<file path="src/core_pkg.sv">
package core_pkg;

    typedef logic [31:0] word_t;
    typedef logic [3:0]  reg_addr_t;  // rv32e, 16 registers
    typedef logic [3:0]  alu_op_t;
    typedef logic [1:0]  mem_size_t;

    localparam alu_op_t alu_add    = 4'd0;
    localparam alu_op_t alu_sub    = 4'd1;
    localparam alu_op_t alu_sll    = 4'd2;
    localparam alu_op_t alu_slt    = 4'd3;
    localparam alu_op_t alu_sltu   = 4'd4;
    localparam alu_op_t alu_xor    = 4'd5;
    localparam alu_op_t alu_srl    = 4'd6;
    localparam alu_op_t alu_sra    = 4'd7;
    localparam alu_op_t alu_or     = 4'd8;
    localparam alu_op_t alu_and    = 4'd9;
    localparam alu_op_t alu_pass_b = 4'd10;

    // matches funct3[1:0] of loads and stores
    localparam mem_size_t size_byte = 2'd0;
    localparam mem_size_t size_half = 2'd1;
    localparam mem_size_t size_word = 2'd2;

    localparam logic [6:0] opc_lui    = 7'b0110111;
    localparam logic [6:0] opc_auipc  = 7'b0010111;
    localparam logic [6:0] opc_jal    = 7'b1101111;
    localparam logic [6:0] opc_jalr   = 7'b1100111;
    localparam logic [6:0] opc_branch = 7'b1100011;
    localparam logic [6:0] opc_load   = 7'b0000011;
    localparam logic [6:0] opc_store  = 7'b0100011;
    localparam logic [6:0] opc_op_imm = 7'b0010011;
    localparam logic [6:0] opc_op     = 7'b0110011;
    localparam logic [6:0] opc_system = 7'b1110011;

    localparam word_t reset_pc = 32'h0000_0000;

endpackage

</file>
<file path="src/fetch_unit.sv">
`timescale 1ns/1ps

module fetch_unit (
    input  logic            clock,
    input  logic            rst,
    input  logic            start,
    input  core_pkg::word_t pc,
    output logic            req,
    output core_pkg::word_t addr,
    input  logic            done,
    input  core_pkg::word_t rdata,
    output core_pkg::word_t inst
);

    assign addr = pc;  // pc is held by core_top until the word returns

    always_ff @(posedge clock) begin
        if (rst) begin
            req <= 1'b0;
        end else if (start) begin
            req <= 1'b1;
        end else if (done) begin
            req <= 1'b0;
        end
    end

    // instruction word stays valid through exec and mem
    always_ff @(posedge clock) begin
        if (done) begin
            inst <= rdata;
        end
    end

    // a misaligned jump target would land here
    pc_aligned: assert property (
        @(posedge clock) disable iff (rst)
        (start || req) |-> pc[1:0] == 2'b00
    ) else $error("fetch from misaligned pc %h", pc);

endmodule

</file>
<file path="src/decoder.sv">
`timescale 1ns/1ps

module decoder (
    input  core_pkg::word_t     inst,
    output core_pkg::reg_addr_t rs1,
    output core_pkg::reg_addr_t rs2,
    output core_pkg::reg_addr_t rd,
    output core_pkg::word_t     imm,
    output core_pkg::alu_op_t   alu_op,
    output logic                use_imm,
    output logic                reg_write,
    output logic                is_load,
    output logic                is_store,
    output logic                is_branch,
    output logic                is_jal,
    output logic                is_jalr,
    output logic                is_lui,
    output logic                is_auipc,
    output logic                is_ebreak,
    output core_pkg::mem_size_t mem_size,
    output logic                mem_unsigned,
    output logic                bad
);
    import core_pkg::*;

    logic [6:0] opcode;
    logic [2:0] f3;
    logic [6:0] f7;
    logic       alt;
    logic       uses_rs1, uses_rs2, uses_rd;
    logic       enc_bad;
    word_t      i_imm, s_imm, b_imm, u_imm, j_imm;
    alu_op_t    arith_op;

    assign opcode = inst[6:0];
    assign f3     = inst[14:12];
    assign f7     = inst[31:25];

    assign rs1 = inst[18:15];
    assign rs2 = inst[23:20];
    assign rd  = inst[10:7];

    assign mem_size     = f3[1:0];
    assign mem_unsigned = f3[2];

    assign i_imm = {{20{inst[31]}}, inst[31:20]};
    assign s_imm = {{20{inst[31]}}, inst[31:25], inst[11:7]};
    assign b_imm = {{19{inst[31]}}, inst[31], inst[7], inst[30:25], inst[11:8], 1'b0};
    assign u_imm = {inst[31:12], 12'b0};
    assign j_imm = {{11{inst[31]}}, inst[31], inst[19:12], inst[20], inst[30:21], 1'b0};

    // bit 30 means sub only for reg-reg, but sra for both forms
    assign alt = f7[5] && (opcode == opc_op || f3 == 3'b101);

    always_comb begin
        case (f3)
            3'b000:  arith_op = alt ? alu_sub : alu_add;
            3'b001:  arith_op = alu_sll;
            3'b010:  arith_op = alu_slt;
            3'b011:  arith_op = alu_sltu;
            3'b100:  arith_op = alu_xor;
            3'b101:  arith_op = alt ? alu_sra : alu_srl;
            3'b110:  arith_op = alu_or;
            default: arith_op = alu_and;
        endcase
    end

    always_comb begin
        imm = i_imm;
        alu_op = alu_pass_b;
        {use_imm, reg_write, is_load, is_store, is_branch} = '0;
        {is_jal, is_jalr, is_lui, is_auipc, is_ebreak} = '0;
        {uses_rs1, uses_rs2, uses_rd} = '0;
        enc_bad = 1'b0;
        case (opcode)
            opc_lui, opc_auipc: begin
                imm = u_imm;
                alu_op = alu_add;
                is_lui = (opcode == opc_lui);
                is_auipc = (opcode == opc_auipc);
                {use_imm, reg_write, uses_rd} = 3'b111;
            end
            opc_jal: begin
                imm = j_imm;
                {is_jal, reg_write, uses_rd} = 3'b111;
            end
            opc_jalr: begin
                alu_op = alu_add;
                {is_jalr, use_imm, reg_write, uses_rs1, uses_rd} = 5'b11111;
                enc_bad = (f3 != 3'b000);
            end
            opc_branch: begin
                imm = b_imm;
                {is_branch, uses_rs1, uses_rs2} = 3'b111;
                enc_bad = (f3[2:1] == 2'b01);
            end
            opc_load: begin
                alu_op = alu_add;
                {is_load, use_imm, reg_write, uses_rs1, uses_rd} = 5'b11111;
                enc_bad = (f3 == 3'b011) || (f3[2:1] == 2'b11);  // no lwu, no ld
            end
            opc_store: begin
                imm = s_imm;
                alu_op = alu_add;
                {is_store, use_imm, uses_rs1, uses_rs2} = 4'b1111;
                enc_bad = f3[2] || (f3[1:0] == 2'b11);
            end
            opc_op_imm: begin
                alu_op = arith_op;
                {use_imm, reg_write, uses_rs1, uses_rd} = 4'b1111;
                if (f3 == 3'b001) begin
                    enc_bad = (f7 != 7'b0);
                end else if (f3 == 3'b101) begin
                    enc_bad = (f7 != 7'b0) && (f7 != 7'b0100000);
                end
            end
            opc_op: begin
                alu_op = arith_op;
                {reg_write, uses_rs1, uses_rs2, uses_rd} = 4'b1111;
                enc_bad = (f7 != 7'b0) &&
                          !(f7 == 7'b0100000 && (f3 == 3'b000 || f3 == 3'b101));
            end
            opc_system: begin
                is_ebreak = (inst == 32'h0010_0073);
                enc_bad = !is_ebreak;  // ecall, csr ops not supported
            end
            default: enc_bad = 1'b1;
        endcase
    end

    // x16..x31 do not exist on rv32e
    assign bad = enc_bad || (uses_rs1 && inst[19]) || (uses_rs2 && inst[24])
                 || (uses_rd && inst[11]);

endmodule

</file>
<file path="src/reg_file.sv">
`timescale 1ns/1ps

module reg_file (
    input  logic                clock,
    input  logic                we,
    input  core_pkg::reg_addr_t waddr,
    input  core_pkg::reg_addr_t raddr1,
    input  core_pkg::reg_addr_t raddr2,
    input  core_pkg::word_t     wdata,
    output core_pkg::word_t     rdata1,
    output core_pkg::word_t     rdata2
);

    core_pkg::word_t regs [16];

    always_ff @(posedge clock) begin
        if (we && waddr != 4'd0) begin
            regs[waddr] <= wdata;
        end
    end

    assign rdata1 = (raddr1 == 4'd0) ? 32'h0 : regs[raddr1];
    assign rdata2 = (raddr2 == 4'd0) ? 32'h0 : regs[raddr2];

endmodule

</file>
<file path="src/execute_unit.sv">
`timescale 1ns/1ps

module execute_unit (
    input  core_pkg::word_t   pc,
    input  core_pkg::word_t   rs1_value,
    input  core_pkg::word_t   rs2_value,
    input  core_pkg::word_t   imm,
    input  core_pkg::alu_op_t alu_op,
    input  logic              use_imm,
    input  logic              is_branch,
    input  logic              is_jal,
    input  logic              is_jalr,
    input  logic              is_lui,
    input  logic              is_auipc,
    input  logic [2:0]        funct3,
    output core_pkg::word_t   result,
    output core_pkg::word_t   next_pc,
    output core_pkg::word_t   link_value
);
    import core_pkg::*;

    word_t op_a, op_b, jalr_target;
    logic  cond, taken;

    // lui adds its immediate to zero, auipc to the pc
    assign op_a = is_auipc ? pc : (is_lui ? 32'h0 : rs1_value);
    assign op_b = use_imm ? imm : rs2_value;

    always_comb begin
        case (alu_op)
            alu_add:  result = op_a + op_b;
            alu_sub:  result = op_a - op_b;
            alu_sll:  result = op_a << op_b[4:0];
            alu_slt:  result = {31'b0, $signed(op_a) < $signed(op_b)};
            alu_sltu: result = {31'b0, op_a < op_b};
            alu_xor:  result = op_a ^ op_b;
            alu_srl:  result = op_a >> op_b[4:0];
            alu_sra:  result = $unsigned($signed(op_a) >>> op_b[4:0]);
            alu_or:   result = op_a | op_b;
            alu_and:  result = op_a & op_b;
            default:  result = op_b;
        endcase
    end

    always_comb begin
        case (funct3)
            3'b000:  cond = (rs1_value == rs2_value);
            3'b001:  cond = (rs1_value != rs2_value);
            3'b100:  cond = ($signed(rs1_value) < $signed(rs2_value));
            3'b101:  cond = ($signed(rs1_value) >= $signed(rs2_value));
            3'b110:  cond = (rs1_value < rs2_value);
            default: cond = (rs1_value >= rs2_value);
        endcase
    end

    assign taken       = is_branch && cond;
    assign link_value  = pc + 32'd4;
    assign jalr_target = (rs1_value + imm) & ~32'd1;

    assign next_pc = is_jalr ? jalr_target :
                     (is_jal || taken) ? pc + imm : link_value;

endmodule

</file>
<file path="src/load_store_unit.sv">
`timescale 1ns/1ps

module load_store_unit (
    input  logic                clock,
    input  logic                rst,
    input  logic                start,
    input  logic                is_store,
    input  logic                mem_unsigned,
    input  core_pkg::mem_size_t size,
    input  core_pkg::word_t     addr,
    input  core_pkg::word_t     store_value,
    output logic                req,
    output logic                write,
    output core_pkg::word_t     bus_addr,
    output core_pkg::word_t     bus_wdata,
    output logic [3:0]          strb,
    input  logic                done,
    input  core_pkg::word_t     rdata,
    output core_pkg::word_t     load_value
);
    import core_pkg::*;

    logic [1:0] offset_q;
    mem_size_t  size_q;
    logic       unsigned_q;
    logic [3:0] base_strb;
    word_t      lane, extended;

    always_comb begin
        case (size)
            size_byte: base_strb = 4'b0001;
            size_half: base_strb = 4'b0011;
            default:   base_strb = 4'b1111;
        endcase
    end

    always_ff @(posedge clock) begin
        if (rst) begin
            req <= 1'b0;
        end else if (start) begin
            req <= 1'b1;
        end else if (done) begin
            req <= 1'b0;
        end
    end

    // request payload, held while req waits for done
    always_ff @(posedge clock) begin
        if (start) begin
            write      <= is_store;
            bus_addr   <= {addr[31:2], 2'b00};
            bus_wdata  <= store_value << {addr[1:0], 3'b000};
            strb       <= base_strb << addr[1:0];
            offset_q   <= addr[1:0];
            size_q     <= size;
            unsigned_q <= mem_unsigned;
        end
    end

    assign lane = rdata >> {offset_q, 3'b000};  // wanted bytes down to lane 0

    always_comb begin
        case (size_q)
            size_byte: extended = {{24{!unsigned_q && lane[7]}}, lane[7:0]};
            size_half: extended = {{16{!unsigned_q && lane[15]}}, lane[15:0]};
            default:   extended = lane;
        endcase
    end

    always_ff @(posedge clock) begin
        if (done && !write) begin
            load_value <= extended;
        end
    end

    access_aligned: assert property (
        @(posedge clock) disable iff (rst)
        start |-> (size != size_half || !addr[0]) &&
                  (size != size_word || addr[1:0] == 2'b00)
    ) else $error("misaligned access at %h", addr);

endmodule

</file>
<file path="src/core_top.sv">
`timescale 1ns/1ps

module core_top (
    input  logic            clock,
    input  logic            rst,
    output logic            mem_valid,
    output logic            mem_write,
    output core_pkg::word_t mem_addr,
    output core_pkg::word_t mem_wdata,
    output logic [3:0]      mem_strb,
    input  logic            mem_ready,
    input  core_pkg::word_t mem_rdata,
    output logic            retire,
    output core_pkg::word_t retire_pc,
    output core_pkg::word_t retire_rd_value,
    output logic            halt,
    output logic            illegal
);
    import core_pkg::*;

    typedef enum logic [1:0] {st_fetch, st_exec, st_mem, st_stop} core_state_t;

    core_state_t state;
    word_t       pc, f_addr, f_inst, imm, rs1_value, rs2_value;
    word_t       result, next_pc, link_value, wb_value, rf_wdata;
    word_t       l_bus_addr, l_wdata, load_value, ret_value_q;
    reg_addr_t   rs1, rs2, rd;
    alu_op_t     alu_op;
    mem_size_t   mem_size;
    logic [3:0]  l_strb;
    logic        use_imm, reg_write, is_load, is_store, is_branch, is_jal, is_jalr;
    logic        is_lui, is_auipc, is_ebreak, mem_unsigned, bad;
    logic        f_req, f_start, f_done, l_req, l_write, l_start, l_done;
    logic        fetch_grant, exec_retire, load_wb, rf_we;

    fetch_unit u_fetch (
        .clock(clock), .rst(rst), .start(f_start), .pc(pc), .req(f_req), .addr(f_addr),
        .done(f_done), .rdata(mem_rdata), .inst(f_inst)
    );

    decoder u_dec (
        .inst(f_inst), .rs1(rs1), .rs2(rs2), .rd(rd), .imm(imm), .alu_op(alu_op),
        .use_imm(use_imm), .reg_write(reg_write), .is_load(is_load), .is_store(is_store),
        .is_branch(is_branch), .is_jal(is_jal), .is_jalr(is_jalr), .is_lui(is_lui),
        .is_auipc(is_auipc), .is_ebreak(is_ebreak), .mem_size(mem_size),
        .mem_unsigned(mem_unsigned), .bad(bad)
    );

    reg_file u_rf (
        .clock(clock), .we(rf_we), .waddr(rd), .raddr1(rs1), .raddr2(rs2),
        .wdata(rf_wdata), .rdata1(rs1_value), .rdata2(rs2_value)
    );

    execute_unit u_exu (
        .pc(pc), .rs1_value(rs1_value), .rs2_value(rs2_value), .imm(imm), .alu_op(alu_op),
        .use_imm(use_imm), .is_branch(is_branch), .is_jal(is_jal), .is_jalr(is_jalr),
        .is_lui(is_lui), .is_auipc(is_auipc), .funct3(f_inst[14:12]), .result(result),
        .next_pc(next_pc), .link_value(link_value)
    );

    load_store_unit u_lsu (
        .clock(clock), .rst(rst), .start(l_start), .is_store(is_store),
        .mem_unsigned(mem_unsigned), .size(mem_size), .addr(result), .store_value(rs2_value),
        .req(l_req), .write(l_write), .bus_addr(l_bus_addr), .bus_wdata(l_wdata),
        .strb(l_strb), .done(l_done), .rdata(mem_rdata), .load_value(load_value)
    );

    // simple arbiter, the state says who owns the port
    assign fetch_grant = (state == st_fetch);
    assign mem_valid   = fetch_grant ? f_req : l_req;
    assign mem_write   = fetch_grant ? 1'b0 : l_write;
    assign mem_addr    = fetch_grant ? f_addr : l_bus_addr;
    assign mem_wdata   = fetch_grant ? 32'h0 : l_wdata;
    assign mem_strb    = fetch_grant ? 4'b1111 : l_strb;

    assign f_done  = fetch_grant && mem_valid && mem_ready;
    assign l_done  = (state == st_mem) && mem_valid && mem_ready;
    assign f_start = fetch_grant && !f_req;  // first cycle in st_fetch
    assign l_start = (state == st_exec) && !bad && (is_load || is_store);

    assign exec_retire = (state == st_exec) && !bad && !is_ebreak && !is_load && !is_store;

    assign wb_value = (is_jal || is_jalr) ? link_value : result;
    assign rf_we    = (exec_retire && reg_write) || load_wb;
    assign rf_wdata = load_wb ? load_value : wb_value;

    // load data lands one cycle after the transfer, rd still decoded from f_inst
    assign retire_rd_value = !load_wb ? ret_value_q :
                             (rd != 4'd0) ? load_value : 32'h0;

    always_ff @(posedge clock) begin
        if (rst) begin
            state   <= st_fetch;
            pc      <= reset_pc;
            retire  <= 1'b0;
            load_wb <= 1'b0;
            halt    <= 1'b0;
            illegal <= 1'b0;
        end else begin
            retire  <= 1'b0;
            load_wb <= 1'b0;
            case (state)
                st_fetch: if (f_done) state <= st_exec;
                st_exec: begin
                    if (bad) begin
                        illegal <= 1'b1;
                        state   <= st_stop;
                    end else if (is_ebreak) begin
                        halt  <= 1'b1;
                        state <= st_stop;
                    end else if (is_load || is_store) begin
                        state <= st_mem;
                    end else begin
                        pc     <= next_pc;
                        retire <= 1'b1;
                        state  <= st_fetch;
                    end
                end
                st_mem: begin
                    if (l_done) begin
                        pc      <= next_pc;
                        retire  <= 1'b1;
                        load_wb <= !is_store;
                        state   <= st_fetch;
                    end
                end
                default: state <= st_stop;  // stays stopped until reset
            endcase
        end
    end

    always_ff @(posedge clock) begin
        if (exec_retire || l_done) begin
            retire_pc   <= pc;
            ret_value_q <= (reg_write && rd != 4'd0) ? wb_value : 32'h0;
        end
    end

    mem_req_held: assert property (
        @(posedge clock) disable iff (rst)
        mem_valid && !mem_ready |=> mem_valid && $stable(mem_addr) && $stable(mem_write)
    ) else $error("memory request dropped or changed before ready");

endmodule

</file>
<file path="config.mk">
export PLATFORM = sky130hd
export DESIGN_NAME = core_top
export DESIGN_NICKNAME = d
export VERILOG_FILES = /design/src/core_pkg.sv /design/src/fetch_unit.sv /design/src/decoder.sv /design/src/reg_file.sv /design/src/execute_unit.sv /design/src/load_store_unit.sv /design/src/core_top.sv
export SDC_FILE = /design/constraint.sdc
export NUM_CORES = 2
export LEC_CHECK = 0
export ABC_CLOCK_PERIOD_IN_PS = 22100
export BUFFER_PORTS_ARGS = -buffer_cell sky130_fd_sc_hd__buf_4
export CORE_ASPECT_RATIO = 2
export CORE_MARGIN = 5
export CORE_UTILIZATION = 40
export CTS_CLUSTER_SIZE = 28
export DETAILED_ROUTE_END_ITERATION = 8
export HOLD_SLACK_MARGIN = 0.02
export MAX_ROUTING_LAYER = met4
export PLACE_DENSITY = 0.67
export SLEW_MARGIN = 15
export SYNTH_ARGS = -nofsm -noshare
export SYNTH_HDL_FRONTEND = slang
export SYNTH_HIERARCHICAL = 1
export SYNTH_SLANG_ARGS = --single-unit
</file>
<file path="constraint.sdc">
create_clock -name clock -period 22.1 [get_ports clock]
set_input_delay 3.315 -clock clock [delete_from_list [all_inputs] [get_ports clock]]
set_output_delay 3.315 -clock clock [all_outputs]
set_load 0.02 [all_outputs]
</file>
==> flow_metrics.env <==
export IMPL_status="finished, violations left"
export IMPL_violations="design-rule violations"
export IMPL_num_vias=41300
export IMPL_antenna_left=0
export IMPL_die_area_mm2=0.132
export IMPL_first_global_vias=41300
export IMPL_die_height_um=508
export IMPL_critPathMaxFanout=51
export IMPL_std_cell_rows=182
export IMPL_globalRouteOverflowTotal=0
export IMPL_nNetsFinal=4749
export IMPL_yosys_top_cells_area="edfxtp_1, mux4_2, mux2i_1"
export IMPL_max_cap_violations=0
export IMPL_rr_worst_depth=23
export IMPL_grt_usage_pct=35.2
export IMPL_postCtsResizedCells=0
export IMPL_numPortBuffers=171
export IMPL_timing_rr_start="u_fetch/inst[20]"
export IMPL_layout_min_cycle_time_ps=9620
export IMPL_path_class="register to register"
export IMPL_power_leakage_nw=20.1
export IMPL_drt_wl_total_um=233000
export IMPL_grt_pass1_wl_um=317000
export IMPL_dp_cells=6101
export IMPL_cts_setup_buffers=0
export IMPL_syn_avg_cell_area_um2=11.1
export IMPL_yosys_warnings=6
export IMPL_synth_async_reset_ratio_pct=0
export IMPL_holdPathStages=2
export IMPL_worst_hold_path_type="register to register"
export IMPL_die_x_um=259
export IMPL_clkTransAtPathRegs_ps=70
export IMPL_hold_viol=0
export IMPL_max_freq_mhz=104
export IMPL_grt_max_degree=74
export IMPL_required_ps=22420
export IMPL_clock_skew_ps=46.0
export IMPL_r2r_slack_ps=12480
export IMPL_cts_tree="built"
export IMPL_synth_cell_types=112
export IMPL_place_gp_congestion=1.06
export IMPL_antenna_found_initial=8
export IMPL_arrival_ps=9940
export IMPL_timing_rr_end="u_rf/regs[6][0]"
export IMPL_synth_yosys_seq_area_share_pct=42.8
export IMPL_p_clk_share_pct=21.7
export IMPL_fin_crit_sh_pct=43.5
export IMPL_clkSinkCount=720
export IMPL_synth_area_mm2=0.0496
export IMPL_fin_cells=6232
export IMPL_drtIter0Drc=4830
export IMPL_seq_power_share_pct=29.0
export IMPL_synthFlopType="edfxtp_1"
export IMPL_power_switching_mw=2.52
export IMPL_h_tree_depth=3
export IMPL_cts_made_buffers=68
export IMPL_initial_core_util_pct=40.3
export IMPL_maxSlewViolCount=0
export IMPL_viasPerCell=6.62
export IMPL_synth_edf_count=680
export IMPL_ys_seq_elements=720
export IMPL_area_delta_synth_final_pct=10.8
export IMPL_drc=2
export IMPL_slew_headroom_pct=4.14
export IMPL_place_hpwl_um=173000
export IMPL_io_pin_count=172
export IMPL_p_comb_share_pct=49.3
export IMPL_hold_path_startpoint="u_lsu/req"
export IMPL_start_kind="register"
export IMPL_max_clock_path_buffers=3
export IMPL_cts_hold_buf=0
export IMPL_layout_commonest_cell="edfxtp_1"
export IMPL_hold_path_endpoint="u_lsu/req"
export IMPL_setup_tns_ps=0
export IMPL_clkLatencyLatePin_ps=710
export IMPL_tightest_slew_ps=1430
export IMPL_core_area_mm2=0.123
export IMPL_drt_pass1_iter_count=9
export IMPL_fill_cells=11500
export IMPL_synth_top_area_cell="edfxtp_1"
export IMPL_drive_above_1_share_pct=19.6
export IMPL_cp_end_kind="register"
export IMPL_power_density_mw_per_mm2=105
export IMPL_setup_viol=0
export IMPL_final_cell_mix="edfxtp_1, mux2i_1, buf_4, a21oi_1, nor2_1"
export IMPL_ir_drop_uv=60.4
export IMPL_ctsRootBufferMaster="clkbuf_16"
export IMPL_cellInternalPower_mw=3.24
export IMPL_synthCells=4475
export IMPL_wl_per_cell_um=37.3
export IMPL_synth_top_area_share_pct=41.1
export IMPL_p_sw_share_pct=43.7
export IMPL_rsz0062_at_grt="false"
## routing by layer
metal  vias up  part of all wire (%)  track usage, %
li1      17100                     -               -
met1     20300                    30            32.8
met2      2723                    49            59.1
met3      1132                   7.5            6.33
met4         0                    14            35.1
met5         -                     0               -
## cell families after synthesis
| family | synth area share [%] |
|---|---|
| other | 0.00756 |
| DFF | 42.8 |
| and+or+nand+nor | 10.7 |
| muxes | 19.0 |
| AOI/OAI and AO/OA | 14.9 |
| xor gates and xnor gates | 1.98 |
| adders and majority gates | 5.08 |
| buffers and inverters | 5.58 |
## state kept, by name, summed over array words and instances (netlist names)
signal            flops
u_lsu/bus_addr       30
retire                1
u_lsu/offset_q        2
u_fetch/req           1
u_rf/regs           480
u_lsu/strb            4
u_fetch/inst         32
illegal               1
u_lsu/load_value     32
state                 2
u_lsu/bus_wdata      32
u_lsu/req             1
u_lsu/size_q          2
ret_value_q          32
u_lsu/unsigned_q      1
u_lsu/write           1
retire_pc            32
load_wb               1
pc                   32
halt                  1
## power by group through the flow
stage / clock network (mW) / registers, mW / logic (mW)
after floorplan: 0 / 1.68 / 1.70
after global placement: 0 / 1.70 / 2.71
after detailed placement: 0 / 1.70 / 2.72
after CTS: 1.26 / 1.67 / 2.73
after global routing: 1.32 / 1.67 / 2.94
final: 1.25 / 1.67 / 2.84
## layout make-up
| cell class | count | area (µm²) | share of cell area, % |
|---|---|---|---|
| Antenna cell | 6 | 15.0 | 0.0273 |
| Clock buffer | 81 | 1800 | 3.28 |
| Clock inverter | 44 | 514 | 0.935 |
| Inverter | 228 | 856 | 1.56 |
| Multi-Input combinational cell | 3172 | 26000 | 47.4 |
| Sequential cell | 720 | 21200 | 38.6 |
| Tap cell | 1656 | 2070 | 3.77 |
| Timing Repair Buffer | 325 | 2450 | 4.46 |
## worst max-delay path, cell delays in order, from the launching register on
cell	delay, ps
edfxtp_1	320
buf_4	320
buf_4	720
buf_4	840
mux2i_1	190
a22oi_1	220
a21oi_1	120
a21oi_2	770
inv_1	150
o21ai_0	680
inv_1	180
ha_1	310
or3_1	400
o211ai_1	350
a21oi_1	150
o211ai_1	710
a21oi_1	380
nor2_1	260
a2111oi_0	130
o21ai_0	310
o2bb2ai_4	170
buf_4	390
mux2i_1	210
mux2i_1	850
## cells in the mapped netlist (all sizes together), types with 24 or more instances
library cell	number
o21ai	220
xor2	26
nand2b	94
a211oi	48
o211ai	34
o22ai	57
a21o	52
a21oi	310
xnor2	86
a31oi	34
a22o	31
a221oi	74
nand2	251
nor2b	110
buf	186
ha	195
clkbuf	170
nor3	95
nor2	306
and3	24
nand4	24
nand3	64
mux4	206
mux2	122
or2	26
edfxtp	680
dfxtp	40
a22oi	36
inv	227
mux2i	340
a221o	29
## metrics by stage
stage	area [µm²]	total power, mW	util, %	hold slack (ps)	setup slack (ps)
2_1_floorplan	49600	3.38	-	470	14740
3_3_place_gp	52600	4.41	42.7	502	13100
3_5_place_dp	52600	4.42	42.7	510	13040
4_1_cts	54900	5.66	44.6	523	12990
5_1_grt	55000	5.93	44.6	568	12190
6_report	55000	5.76	44.6	520	12480
## worst max-delay path by stage
stage                           startpoint                 end  slack [ps]  cells past startpoint
after floorplan           u_fetch/inst[30]  u_lsu/bus_addr[10]       14740                      6
after global placement    u_fetch/inst[20]     u_rf/regs[5][0]       13100                     24
after detailed placement  u_fetch/inst[20]     u_rf/regs[5][0]       13040                     24
after CTS                 u_fetch/inst[20]     u_rf/regs[1][0]       12990                     24
after global routing      u_fetch/inst[20]     u_rf/regs[1][0]       12190                     23
final                     u_fetch/inst[20]     u_rf/regs[6][0]       12480                     23
Note: power is estimated with default switching activity, not from simulation.
